<file path="src/logic/pma_consts.svh">
// PMA subsystem constants

`ifndef PMA_CONSTS_SVH
`define PMA_CONSTS_SVH

////////////////////
// Region set
////////////////////

// Number of attribute regions
`define PMA_CNT 4

////////////////////
// Widths
////////////////////

// Physical address width, XLEN equals PLEN
`define PMA_PLEN 32

// APB byte address width
`define PMA_APB_AW 8

`endif

</file>
<file path="src/logic/pma_pkg.sv">
// PMA shared types

package pma_pkg;

  `include "pma_consts.svh"

  // Memory type of a region
  typedef enum logic [1:0] {
    MEM_EMPTY = 2'b00,
    MEM_MAIN  = 2'b01,
    MEM_IO    = 2'b10,
    MEM_TCM   = 2'b11
  } pma_mem_type_e;

  // Address matching mode
  typedef enum logic [1:0] {
    PMA_OFF   = 2'b00,
    PMA_TOR   = 2'b01,
    PMA_NA4   = 2'b10,
    PMA_NAPOT = 2'b11
  } pma_mode_e;

  // Transfer size, 1/2/4/8 bytes
  typedef enum logic [2:0] {
    SIZE_BYTE  = 3'b000,
    SIZE_HWORD = 3'b001,
    SIZE_WORD  = 3'b010,
    SIZE_DWORD = 3'b011
  } pma_size_e;

  // AMO field with no atomic support
  localparam logic [1:0] PMA_AMO_NONE = 2'b00;

  // 14-bit region configuration word
  typedef struct packed {
    pma_mem_type_e mem_type;
    logic          r;
    logic          w;
    logic          x;
    logic          cacheable;
    logic          cache_wb;
    logic          idempotent_rd;
    logic          idempotent_wr;
    logic          misalign_ok;
    logic [1:0]    amo;
    pma_mode_e     mode;
  } pma_cfg_t;

  // One physical access from the core stage
  typedef struct packed {
    logic                 valid;
    logic                 instr;
    logic                 we;
    logic [2:0]           size;
    logic                 misaligned;
    logic [`PMA_PLEN-1:0] adr;
  } pma_req_t;

  // Check result, one cycle after the request
  typedef struct packed {
    logic     valid;
    pma_cfg_t attr;
    logic     exception;
    logic     misaligned;
    logic     cache_acc;
    logic     ext_acc;
    logic     tcm_acc;
  } pma_rsp_t;

  // Region window in word addresses, lb inclusive, ub exclusive
  typedef struct packed {
    logic [`PMA_PLEN-3:0] lb;
    logic [`PMA_PLEN-3:0] ub;
  } pma_bound_t;

endpackage

</file>
<file path="src/logic/pma_regs.sv">
// PMA register block

`timescale 1ns/1ps

`include "pma_consts.svh"

module pma_regs (
  input  logic                                   clk_i,
  input  logic                                   rst_i,
  // APB slave
  input  logic                                   psel_i,
  input  logic                                   penable_i,
  input  logic                                   pwrite_i,
  input  logic [`PMA_APB_AW-1:0]                 paddr_i,
  input  logic [`PMA_PLEN-1:0]                   pwdata_i,
  output logic [`PMA_PLEN-1:0]                   prdata_o,
  output logic                                   pready_o,
  output logic                                   pslverr_o,
  // Region state
  output pma_pkg::pma_cfg_t [`PMA_CNT-1:0]       cfg_o,
  output logic [`PMA_CNT-1:0][`PMA_PLEN-1:0]     adr_o
);

  localparam int IDX_W  = $clog2(`PMA_CNT);
  localparam int SLOT_W = `PMA_APB_AW - 3;
  localparam int CFG_W  = $bits(pma_pkg::pma_cfg_t);

  ////////////////////
  // Legalization
  ////////////////////

  function automatic pma_pkg::pma_cfg_t legalize(input pma_pkg::pma_cfg_t raw);
    pma_pkg::pma_cfg_t c;
    c = raw;
    // Empty slot, no access, shows up as io
    if (raw.mem_type == pma_pkg::MEM_EMPTY) begin
      c.mem_type = pma_pkg::MEM_IO;
      c.r        = 1'b0;
      c.w        = 1'b0;
      c.x        = 1'b0;
      c.amo      = pma_pkg::PMA_AMO_NONE;
    end
    // Caching only in main memory
    c.cacheable = raw.cacheable & (raw.mem_type == pma_pkg::MEM_MAIN);
    // Write-back needs a cacheable region
    c.cache_wb  = raw.cache_wb & c.cacheable;
    // Side effects only matter for io
    if (raw.mem_type != pma_pkg::MEM_IO) begin
      c.idempotent_rd = 1'b1;
      c.idempotent_wr = 1'b1;
    end
    return c;
  endfunction

  ////////////////////
  // Decode
  ////////////////////

  logic              access;
  logic              wr_en;
  logic              hit;
  logic              is_adr;
  logic [SLOT_W-1:0] slot;
  logic [IDX_W-1:0]  idx;

  pma_pkg::pma_cfg_t [`PMA_CNT-1:0]   cfg_q;
  logic [`PMA_CNT-1:0][`PMA_PLEN-1:0] adr_q;

  // Access phase of an APB transfer
  assign access = psel_i & penable_i;
  assign wr_en  = access & pwrite_i;

  // 8-byte slot per region
  assign slot   = paddr_i[`PMA_APB_AW-1:3];
  assign idx    = slot[IDX_W-1:0];
  // Offset +4 is the address word
  assign is_adr = paddr_i[2];
  // Word aligned and inside the region map
  assign hit    = (paddr_i[1:0] == 2'b00) && (slot < SLOT_W'(`PMA_CNT));

  ////////////////////
  // Storage
  ////////////////////

  // Writes land at the access-phase edge
  always_ff @(posedge clk_i) begin
    if (rst_i) begin
      // All regions OFF and empty
      for (int i = 0; i < `PMA_CNT; i++) begin
        cfg_q[i] <= '0;
        adr_q[i] <= '0;
      end
    end else if (wr_en && hit) begin
      if (is_adr) begin
        adr_q[idx] <= pwdata_i;
      end else begin
        cfg_q[idx] <= legalize(pma_pkg::pma_cfg_t'(pwdata_i[CFG_W-1:0]));
      end
    end
  end

  ////////////////////
  // Read and response
  ////////////////////

  // Read mux, zero off the map
  always_comb begin
    prdata_o = '0;
    if (hit) begin
      if (is_adr) begin
        prdata_o = adr_q[idx];
      end else begin
        prdata_o = {{(`PMA_PLEN-CFG_W){1'b0}}, cfg_q[idx]};
      end
    end
  end

  // No wait states
  assign pready_o  = access;
  // Unmapped or unaligned offsets error out
  assign pslverr_o = access & ~hit;

  assign cfg_o = cfg_q;
  assign adr_o = adr_q;

endmodule

</file>
<file path="src/logic/pma_bounds.sv">
// PMA region bounds

`timescale 1ns/1ps

`include "pma_consts.svh"

module pma_bounds (
  input  pma_pkg::pma_cfg_t [`PMA_CNT-1:0]   cfg_i,
  input  logic [`PMA_CNT-1:0][`PMA_PLEN-1:0] adr_i,
  output pma_pkg::pma_bound_t [`PMA_CNT-1:0] bound_o
);

  // Word address width
  localparam int WA_W = `PMA_PLEN - 2;

  ////////////////////
  // NAPOT size
  ////////////////////

  // Run of ones from bit 0 upwards
  function automatic logic [5:0] ones_cnt(input logic [WA_W-1:0] w);
    logic [5:0] cnt;
    logic       run;
    int         b;
    cnt = '0;
    run = 1'b1;
    for (b = 0; b < WA_W; b++) begin
      run = run & w[b];
      cnt = cnt + {5'd0, run};
    end
    return cnt;
  endfunction

  ////////////////////
  // Per region
  ////////////////////

  for (genvar i = 0; i < `PMA_CNT; i++) begin : gen_rgn
    logic [WA_W-1:0] word;
    logic [WA_W-1:0] mask;
    logic [WA_W-1:0] tor_lb;
    logic [WA_W-1:0] lb;
    logic [WA_W-1:0] ub;
    logic [5:0]      n;

    assign word = adr_i[i][WA_W-1:0];

    // NA4 is one word, NAPOT is 2^(ones+1) words
    assign n    = (cfg_i[i].mode == pma_pkg::PMA_NA4) ? 6'd0 : ones_cnt(word) + 6'd1;
    assign mask = {WA_W{1'b1}} << n;

    // TOR starts where the previous region ends
    if (i == 0) begin : gen_first
      assign tor_lb = '0;
    end else begin : gen_chain
      assign tor_lb = (cfg_i[i-1].mode == pma_pkg::PMA_TOR) ? adr_i[i-1][WA_W-1:0]
                                                            : bound_o[i-1].ub;
    end

    always_comb begin
      case (cfg_i[i].mode)
        pma_pkg::PMA_TOR: begin
          lb = tor_lb;
          ub = word;
        end
        pma_pkg::PMA_NA4,
        pma_pkg::PMA_NAPOT: begin
          lb = word & mask;
          ub = (word + (WA_W'(1) << n)) & mask;
        end
        default: begin
          // OFF keeps the raw word as ub for a following TOR
          lb = '0;
          ub = word;
        end
      endcase
    end

    assign bound_o[i].lb = lb;
    assign bound_o[i].ub = ub;
  end

endmodule

</file>
<file path="src/logic/pma_check.sv">
// PMA access checker

`timescale 1ns/1ps

`include "pma_consts.svh"

module pma_check (
  input  logic                                clk_i,
  input  logic                                rst_i,
  input  pma_pkg::pma_req_t                   req_i,
  input  pma_pkg::pma_cfg_t [`PMA_CNT-1:0]    cfg_i,
  input  pma_pkg::pma_bound_t [`PMA_CNT-1:0]  bound_i,
  output pma_pkg::pma_rsp_t                   rsp_o
);

  localparam int IDX_W = $clog2(`PMA_CNT);

  ////////////////////
  // Access span
  ////////////////////

  // Size code to byte count
  function automatic logic [`PMA_PLEN-1:0] size_bytes(input logic [2:0] size);
    case (size)
      pma_pkg::SIZE_BYTE:  return `PMA_PLEN'(1);
      pma_pkg::SIZE_HWORD: return `PMA_PLEN'(2);
      pma_pkg::SIZE_WORD:  return `PMA_PLEN'(4);
      pma_pkg::SIZE_DWORD: return `PMA_PLEN'(8);
      // Unknown codes act as a single byte
      default:             return `PMA_PLEN'(1);
    endcase
  endfunction

  logic [`PMA_PLEN-1:0] acc_lb;
  logic [`PMA_PLEN-1:0] acc_ub;
  logic [`PMA_CNT-1:0]  match_all;
  logic [IDX_W-1:0]     win_idx;
  pma_pkg::pma_cfg_t    win;
  pma_pkg::pma_rsp_t    rsp_d;
  logic                 fault;

  // First and last byte of the access
  assign acc_lb = req_i.adr;
  assign acc_ub = req_i.adr + size_bytes(req_i.size) - `PMA_PLEN'(1);

  ////////////////////
  // Match and priority
  ////////////////////

  // Every byte inside [lb, ub) of an enabled region
  for (genvar i = 0; i < `PMA_CNT; i++) begin : gen_match
    assign match_all[i] = (acc_lb[`PMA_PLEN-1:2] >= bound_i[i].lb) &&
                          (acc_ub[`PMA_PLEN-1:2] <  bound_i[i].ub) &&
                          (cfg_i[i].mode != pma_pkg::PMA_OFF);
  end

  // Lowest index wins, region 0 when nothing matches
  always_comb begin
    win_idx = '0;
    for (int i = `PMA_CNT - 1; i >= 0; i--) begin
      if (match_all[i]) begin
        win_idx = IDX_W'(i);
      end
    end
  end

  assign win = cfg_i[win_idx];

  ////////////////////
  // Result
  ////////////////////

  always_comb begin
    rsp_d.valid = req_i.valid;
    rsp_d.attr  = win;
    // No match or missing permission
    rsp_d.exception = req_i.valid & (~|match_all               |
                                     ( req_i.instr & ~win.x)   |
                                     ( req_i.we    & ~win.w)   |
                                     (~req_i.we    & ~win.r));
    rsp_d.misaligned = req_i.misaligned & ~win.misalign_ok;
    // Destination only for clean accesses
    fault = rsp_d.exception | rsp_d.misaligned;
    rsp_d.cache_acc = req_i.valid & ~fault & win.cacheable;
    rsp_d.tcm_acc   = req_i.valid & ~fault & (win.mem_type == pma_pkg::MEM_TCM);
    rsp_d.ext_acc   = req_i.valid & ~fault & ~win.cacheable &
                      (win.mem_type != pma_pkg::MEM_TCM);
  end

  // One cycle latency, new request every cycle
  always_ff @(posedge clk_i) begin
    if (rst_i) begin
      rsp_o <= '0;
    end else begin
      rsp_o <= rsp_d;
    end
  end

endmodule

</file>
<file path="src/logic/pma_unit.sv">
// PMA check stage top

`timescale 1ns/1ps

`include "pma_consts.svh"

module pma_unit (
  input  logic                   clk_i,
  input  logic                   rst_i,
  // APB configuration port
  input  logic                   psel_i,
  input  logic                   penable_i,
  input  logic                   pwrite_i,
  input  logic [`PMA_APB_AW-1:0] paddr_i,
  input  logic [`PMA_PLEN-1:0]   pwdata_i,
  output logic [`PMA_PLEN-1:0]   prdata_o,
  output logic                   pready_o,
  output logic                   pslverr_o,
  // Check port
  input  pma_pkg::pma_req_t      req_i,
  output pma_pkg::pma_rsp_t      rsp_o
);

  // Region state from the register block
  pma_pkg::pma_cfg_t [`PMA_CNT-1:0]   cfg;
  logic [`PMA_CNT-1:0][`PMA_PLEN-1:0] adr;
  // Word-address windows
  pma_pkg::pma_bound_t [`PMA_CNT-1:0] bound;

  pma_regs u_regs (
    .clk_i     (clk_i),
    .rst_i     (rst_i),
    .psel_i    (psel_i),
    .penable_i (penable_i),
    .pwrite_i  (pwrite_i),
    .paddr_i   (paddr_i),
    .pwdata_i  (pwdata_i),
    .prdata_o  (prdata_o),
    .pready_o  (pready_o),
    .pslverr_o (pslverr_o),
    .cfg_o     (cfg),
    .adr_o     (adr)
  );

  pma_bounds u_bounds (
    .cfg_i   (cfg),
    .adr_i   (adr),
    .bound_o (bound)
  );

  pma_check u_check (
    .clk_i   (clk_i),
    .rst_i   (rst_i),
    .req_i   (req_i),
    .cfg_i   (cfg),
    .bound_i (bound),
    .rsp_o   (rsp_o)
  );

endmodule

</file>
<file path="config.mk">
export PLATFORM = sky130hd
export DESIGN_NAME = pma_unit
export DESIGN_NICKNAME = d
export VERILOG_FILES = /design/src/logic/pma_pkg.sv /design/src/logic/pma_regs.sv /design/src/logic/pma_bounds.sv /design/src/logic/pma_check.sv /design/src/logic/pma_unit.sv
export VERILOG_INCLUDE_DIRS = /design/src /design/src/logic
export SDC_FILE = /design/constraint.sdc
export NUM_CORES = 2
export LEC_CHECK = 0
export BUFFER_PORTS_ARGS = -buffer_cell sky130_fd_sc_hd__buf_2
export CORE_MARGIN = 5
export CORE_UTILIZATION = 40
export CTS_CLUSTER_DIAMETER = 120
export DETAILED_ROUTE_END_ITERATION = 8
export PLACE_DENSITY = 0.67
export SLEW_MARGIN = 20
export SYNTH_ARGS = -nofsm -noshare
export SYNTH_HDL_FRONTEND = slang
export SYNTH_HIERARCHICAL = 1
export SYNTH_SLANG_ARGS = --single-unit
export TNS_END_PERCENT = 5
</file>
<file path="constraint.sdc">
create_clock -name clk_i -period 37 [get_ports clk_i]
set_clock_uncertainty 0.1 [all_clocks]
set_input_delay 9.25 -clock clk_i [delete_from_list [all_inputs] [get_ports clk_i]]
set_output_delay 9.25 -clock clk_i [all_outputs]
set_load 0.02 [all_outputs]
</file>
# --- Word level (Yosys, flattened, before mapping) ---
# Index checks and enable logic that the tools add are counted.
classes:
  n_shift: 8
  eq_ne: 19
  reduce_logical: 25
  add_sub_neg: 126
  bitwise: 152
  n_mux: 46
  order_cmp: 12
op_table:
  columns: ["op", "n"]
  rows:
  - ["6-bit by 1-bit adder with 6-bit output", 112]
  - ["30-bit AND", 8]
  - ["30-bit 2-to-1 mux", 8]
  - ["30-bit one-hot mux with 2 select lines", 3]
  - ["1-bit AND", 131]
  - ["128-bit bitwise mux", 1]
  - ["32-bit 2-to-1 mux", 4]
  - ["30-bit adder", 4]
  - ["30-bit >= comparator", 4]
  - ["30-bit less-than comparator", 4]
  - ["1-bit by 6-bit left shift with 30-bit output, first input constant", 4]
  - ["30-bit by 6-bit left shift with 30-bit output, first input constant", 4]
  - ["32-bit binary-select mux with 2-bit select", 1]
  - ["32-bit demux with 2-bit select", 1]
  - ["14-bit binary-select mux with 2-bit select", 2]
  - ["56-bit bitwise mux", 1]
  - ["14-bit 2-to-1 mux", 3]
  - ["32-bit by 4-bit adder with 32-bit output", 1]
  - ["32-bit by 1-bit subtractor with 32-bit output, second input constant", 1]
  - ["14-bit demux with 2-bit select", 1]
  - ["6-bit by 1-bit adder with 6-bit output, second input constant", 4]
  - ["2-bit 2-to-1 mux", 12]
  - ["6-bit 2-to-1 mux", 4]
  - ["5-bit 2-to-1 mux", 4]
  - ["other kinds (19)", 66]
totals:
  in_bits: 84
  output_inout_bits: 54
  word_cells: 453
  reg_bits: 204

# --- Longest topological paths before layout ---
logic_depth:
  depth_word: 58
  mapped_depth: 61
  ltp_nobuf: 57

# --- Hierarchy ---
# The synthesis kept the hierarchy.
modules_own_cells:
  columns: ["mod", "instances", "area_per_inst_um2", "cells_each"]
  rows:
  - ["pma_bounds", 1, 13790.7, 2052]
  - ["pma_regs", 1, 8730.9, 759]
  - ["pma_check", 1, 8693.3, 1184]

# --- Worst setup path after synthesis ---
# Ideal clock, no wire load.
synth_timing:
  kind: "input-to-output"
  from: "input paddr_i[6]"
  to: "output prdata_o[10]"
  t_arrival_ns: 10.647
  t_required_ns: 27.650
  cell_stages: 4
  slack_ns: 17.003
  cell_sequence: "or4_4 > nor3_1 > buf_2 > a22o_1"
synth_via:
  elab_chain_cells: 3
synth_lines:
  columns: ["element", "line", "source"]
  rows:
  - ["from (decl)", "pma_unit.sv:14", "input logic [`PMA_APB_AW-1:0] paddr_i,"]
  - ["5-bit by 3-bit less-than comparator with 1-bit output", "pma_regs.sv:79", "assign hit = (paddr_i[1:0] == 2'b00) && (slot < SLOT_W'(`PMA_CNT));"]
  - ["1-bit logical AND", "pma_regs.sv:79", null]
  - ["32-bit 2-to-1 mux", "pma_regs.sv:109", "if (hit) begin"]
  - ["to (decl)", "pma_unit.sv:16", "output logic [`PMA_PLEN-1:0] prdata_o,"]
# No other way between the ends.

# --- Worst setup path after layout ---
layout_timing:
  from: "input paddr_i[4]"
  to: "output prdata_o[4]"
layout_via:
  elab_chain_cells: 4
  word_cells_on_any_way: 8
  cone_classes: "order compare (1); mux (6); reduce/logical (1)"
layout_lines:
  columns: ["element", "line"]
  rows:
  - ["branches (longest 3 deep; another with 5-bit by 3-bit less-than comparator with 1-bit output)", null]
  - ["32-bit 2-to-1 mux (*)", "pma_regs.sv:109"]
# Every way passes the cells marked *. The select of a mux whose other input is x is not followed.

==> run summary <==
PLACED DESIGN
---------------------------------------------------------------------------------
Final weighted congestion in routability-driven placement                    1.11
Cell total after placement                                                   5136
Instance area at placement                                            0.0334 mm^2
Worst setup slack after placement                                        16.28 ns
HPWL Detailed                                                           108000 um
IO buf count                                                                  137

ROUTE
---------------------------------------------------------------------------------
Via total after detailed routing                                            31400
Antenna-violating nets left                                                     0
DR WL/cell                                                                25.8 um
DRT Pass-1 Iters                                                                6
Violation count after the first detailed-route iteration                     3736
Total detailed-routing wirelength                                       134000 um
Number of remaining DRC errors                                                  0
Average via count per standard cell                                          6.05

JOB
---------------------------------------------------------------------------------
Reported max-cap violation count                                                0

TIMING
---------------------------------------------------------------------------------
Period Utilization, post-route                                              0.553
Worst Setup Slack, final                                                 16.54 ns
WHS                                                                      0.372 ns
Worst-case headroom to the max-slew limit                                   0.150
Final critical delay including setup and external delays                 20.46 ns
Fin Setup TNS                                                                0 ns
Count of endpoints failing setup in the final report                            0
Count of final hold-check violations                                            0
RSZ-0062 raised after global routing                                        false
Max-slew violation total from the final report                                  0
Slew of the pin with the lowest slew margin                               1.27 ns
Max Clk Rate                                                           0.0489 GHz

FINAL LAYOUT
---------------------------------------------------------------------------------
Summed area of non-filler cells in the final layout                   0.0341 mm^2
Proportion of layout cells with a drive suffix above 1                     0.0980
Core utilization of the finished layout                                     0.441
Final Non-Filler Cells                                                       5181
Final nets                                                                   4708
Area delta synth->final                                                     9.39%

CLOCKING
---------------------------------------------------------------------------------
Clock Tree Buf Depth                                                            3
Quantity of hold-fixing buffers added after cts                                 0
CTS tree                                                                      yes
Cts bufs inserted                                                              21
Root buffer cell                                                        clkbuf_16
Number of H-tree levels                                                         1
Setup repair bufs after CTS                                                     0
Clock Latency Late Sink                                                   0.53 ns
Post-cts sizing count                                                           0
Worst-path clk slew                                                       0.06 ns
CTS sink count                                                                204

SYNTHESIS
---------------------------------------------------------------------------------
Flip-flop and latch count after synthesis                                     204
Cells after Synth                                                            3995
Post-synthesis area per instance                                        7.81 um^2
Main flop type after synthesis                                            dfxtp_1
Synth top area share                                                        0.165
Number of nets produced by synthesis                                         4584
Netlist area before placement                                         0.0312 mm^2
Cell types with the largest area share after synthesis               ha_1 (17%), dfxtp_1 (13%), mux2i_1 (6.5%), inv_1 (6.2%), fa_1 (6.0%)
Sequential fraction of the synthesis area                                   0.131
Most frequent cells after synthesis                                  inv_1 (516), ha_1 (412), nor2_1 (277), nand2_1 (259), nand2b_1 (254)
Post-synthesis cell type count                                                104
Post-synth EDFFs                                                                0
Fraction of synthesis flops using an asynchronous set or reset pin              0
Library cell with the highest instance count after synthesis                inv_1
Cell type contributing the most total cell area after synthesis              ha_1
Syn. warnings                                                                   6

CRITICAL PATH
---------------------------------------------------------------------------------
Crit path launch type                                                primary input
Setup crit end kind                                                    output pin
Data required time at the worst endpoint                                 27.65 ns
Crit path arrival time                                                   11.11 ns
Worst Path Class, Setup                                                 in -> out
Max FO, Critical Path                                                          56
Cells on worst reg2reg path                                                    49

DIE
---------------------------------------------------------------------------------
Number of primary I/O pins                                                    138
Effective utilization at floorplan                                          0.403
Std cell rows                                                                 102
DIE AREA                                                              0.0837 mm^2
Placeable Area                                                        0.0775 mm^2
Height of the chip                                                         289 um
Die span in x                                                              289 um

GLOBAL ROUTING
---------------------------------------------------------------------------------
Overall Global Routing Usage                                                0.308
Gr ovfl total                                                                   0
Global-route wire length before repair                                  193000 um
Number of global-route vias before repair                                   29800
Antenna violations before repair                                               10
Pin count of the biggest net entering global routing                          119

WORST HOLD PATH
---------------------------------------------------------------------------------
Worst min-delay path class                                             reg -> reg
Hold Path Depth                                                                 2

POWER
---------------------------------------------------------------------------------
Power density of the placed cells                                    18.6 mW/mm^2
Total power of the final layout                                            634 uW
Peak VDD IR                                                             0.0351 mV
Standby leakage power                                                     15.3 nW

OUTCOME
---------------------------------------------------------------------------------
Status                                                               finished, final reports clean

==> layout by cell type (no fill, tap or decap), types with 22 or more instances in the layout <==
master,synthesis,routed
o21a_1,35,35
and3_1,48,48
nand4_1,57,57
o21ai_0,175,175
and2_1,38,38
xor2_1,59,57
xnor2_1,89,87
nor2b_1,37,35
a21oi_1,235,235
inv_1,516,516
a22o_1,66,66
or3_1,25,25
a32o_1,23,23
nand2_1,259,259
a21o_1,129,129
fa_1,93,93
buf_4,4,104
mux4_2,48,48
nor3_1,86,85
buf_2,26,135
and4_1,22,22
nand3_1,77,77
ha_1,412,412
nor2_1,277,275
dfxtp_1,204,204
o22ai_1,55,55
a31oi_1,27,27
nand2b_1,254,254
a211oi_1,47,47
mux2i_1,203,203
==> per-layer routing <==
metal / share of wire / up-vias / GRT usage
met5: 0.00019 / - / 0
met4: 0.088 / 4 / 0.212
met3: 0.11 / 405 / 0.0858
met2: 0.41 / 1712 / 0.455
met1: 0.39 / 14800 / 0.389
li1: - / 14400 / -
==> power by group <==
part / switching, mW / total, mW / internal (mW)
logic: 0.117 / 0.185 / 0.0681
clock network: 0.0953 / 0.230 / 0.135
registers: 0.000147 / 0.220 / 0.220
==> cell families (layout without fill, tap and decap cells) <==
kind of cell,count (synthesis),in the layout,synth area share
simple gates,1254,1254,0.211
compound gates,973,973,0.209
buf+inv,657,795,0.0824
fa+ha+maj,505,505,0.225
mux,254,254,0.101
flops,204,204,0.131
xor+xnor,148,148,0.0415
other cells,0,8,0
==> worst paths after layout <==
kind / startpoint / to / slack (ns)
setup / recovery: paddr_i[4] / prdata_o[4] / 16.54
hold / removal: u_regs/adr_o[62]$_SDFFE_PP0P_ / u_regs/adr_o[62]$_SDFFE_PP0P_ / 0.37
setup reg to reg: u_regs/adr_o[2]$_SDFFE_PP0P_ / u_check/rsp_o[1]$_SDFF_PP0_ / 20.41
hold reg to reg: u_regs/adr_o[62]$_SDFFE_PP0P_ / u_regs/adr_o[62]$_SDFFE_PP0P_ / 0.37
==> flip-flops by register name, indices dropped and copies added, names as in the netlist <==
signal         cells
u_regs/adr_o     128
u_regs/cfg_o      56
u_check/rsp_o     20
==> area by class of cell <==
type	instances	area [um^2]
clock inverters	13	173
clock buffers	24	547
multi-input cells	3134	24600
repair buffers	239	1460
well taps	1040	1300
inverters	519	1950
fillers	7875	43300
flip-flops and latches	204	4080
diodes	8	20.0
==> worst max-delay path, stage by stage <==
cell,delay (ns)
buf_4,0.72
mux4_2,0.62
a22o_1,0.29
buf_2,0.17
Power figures use the tool's default switching activity.
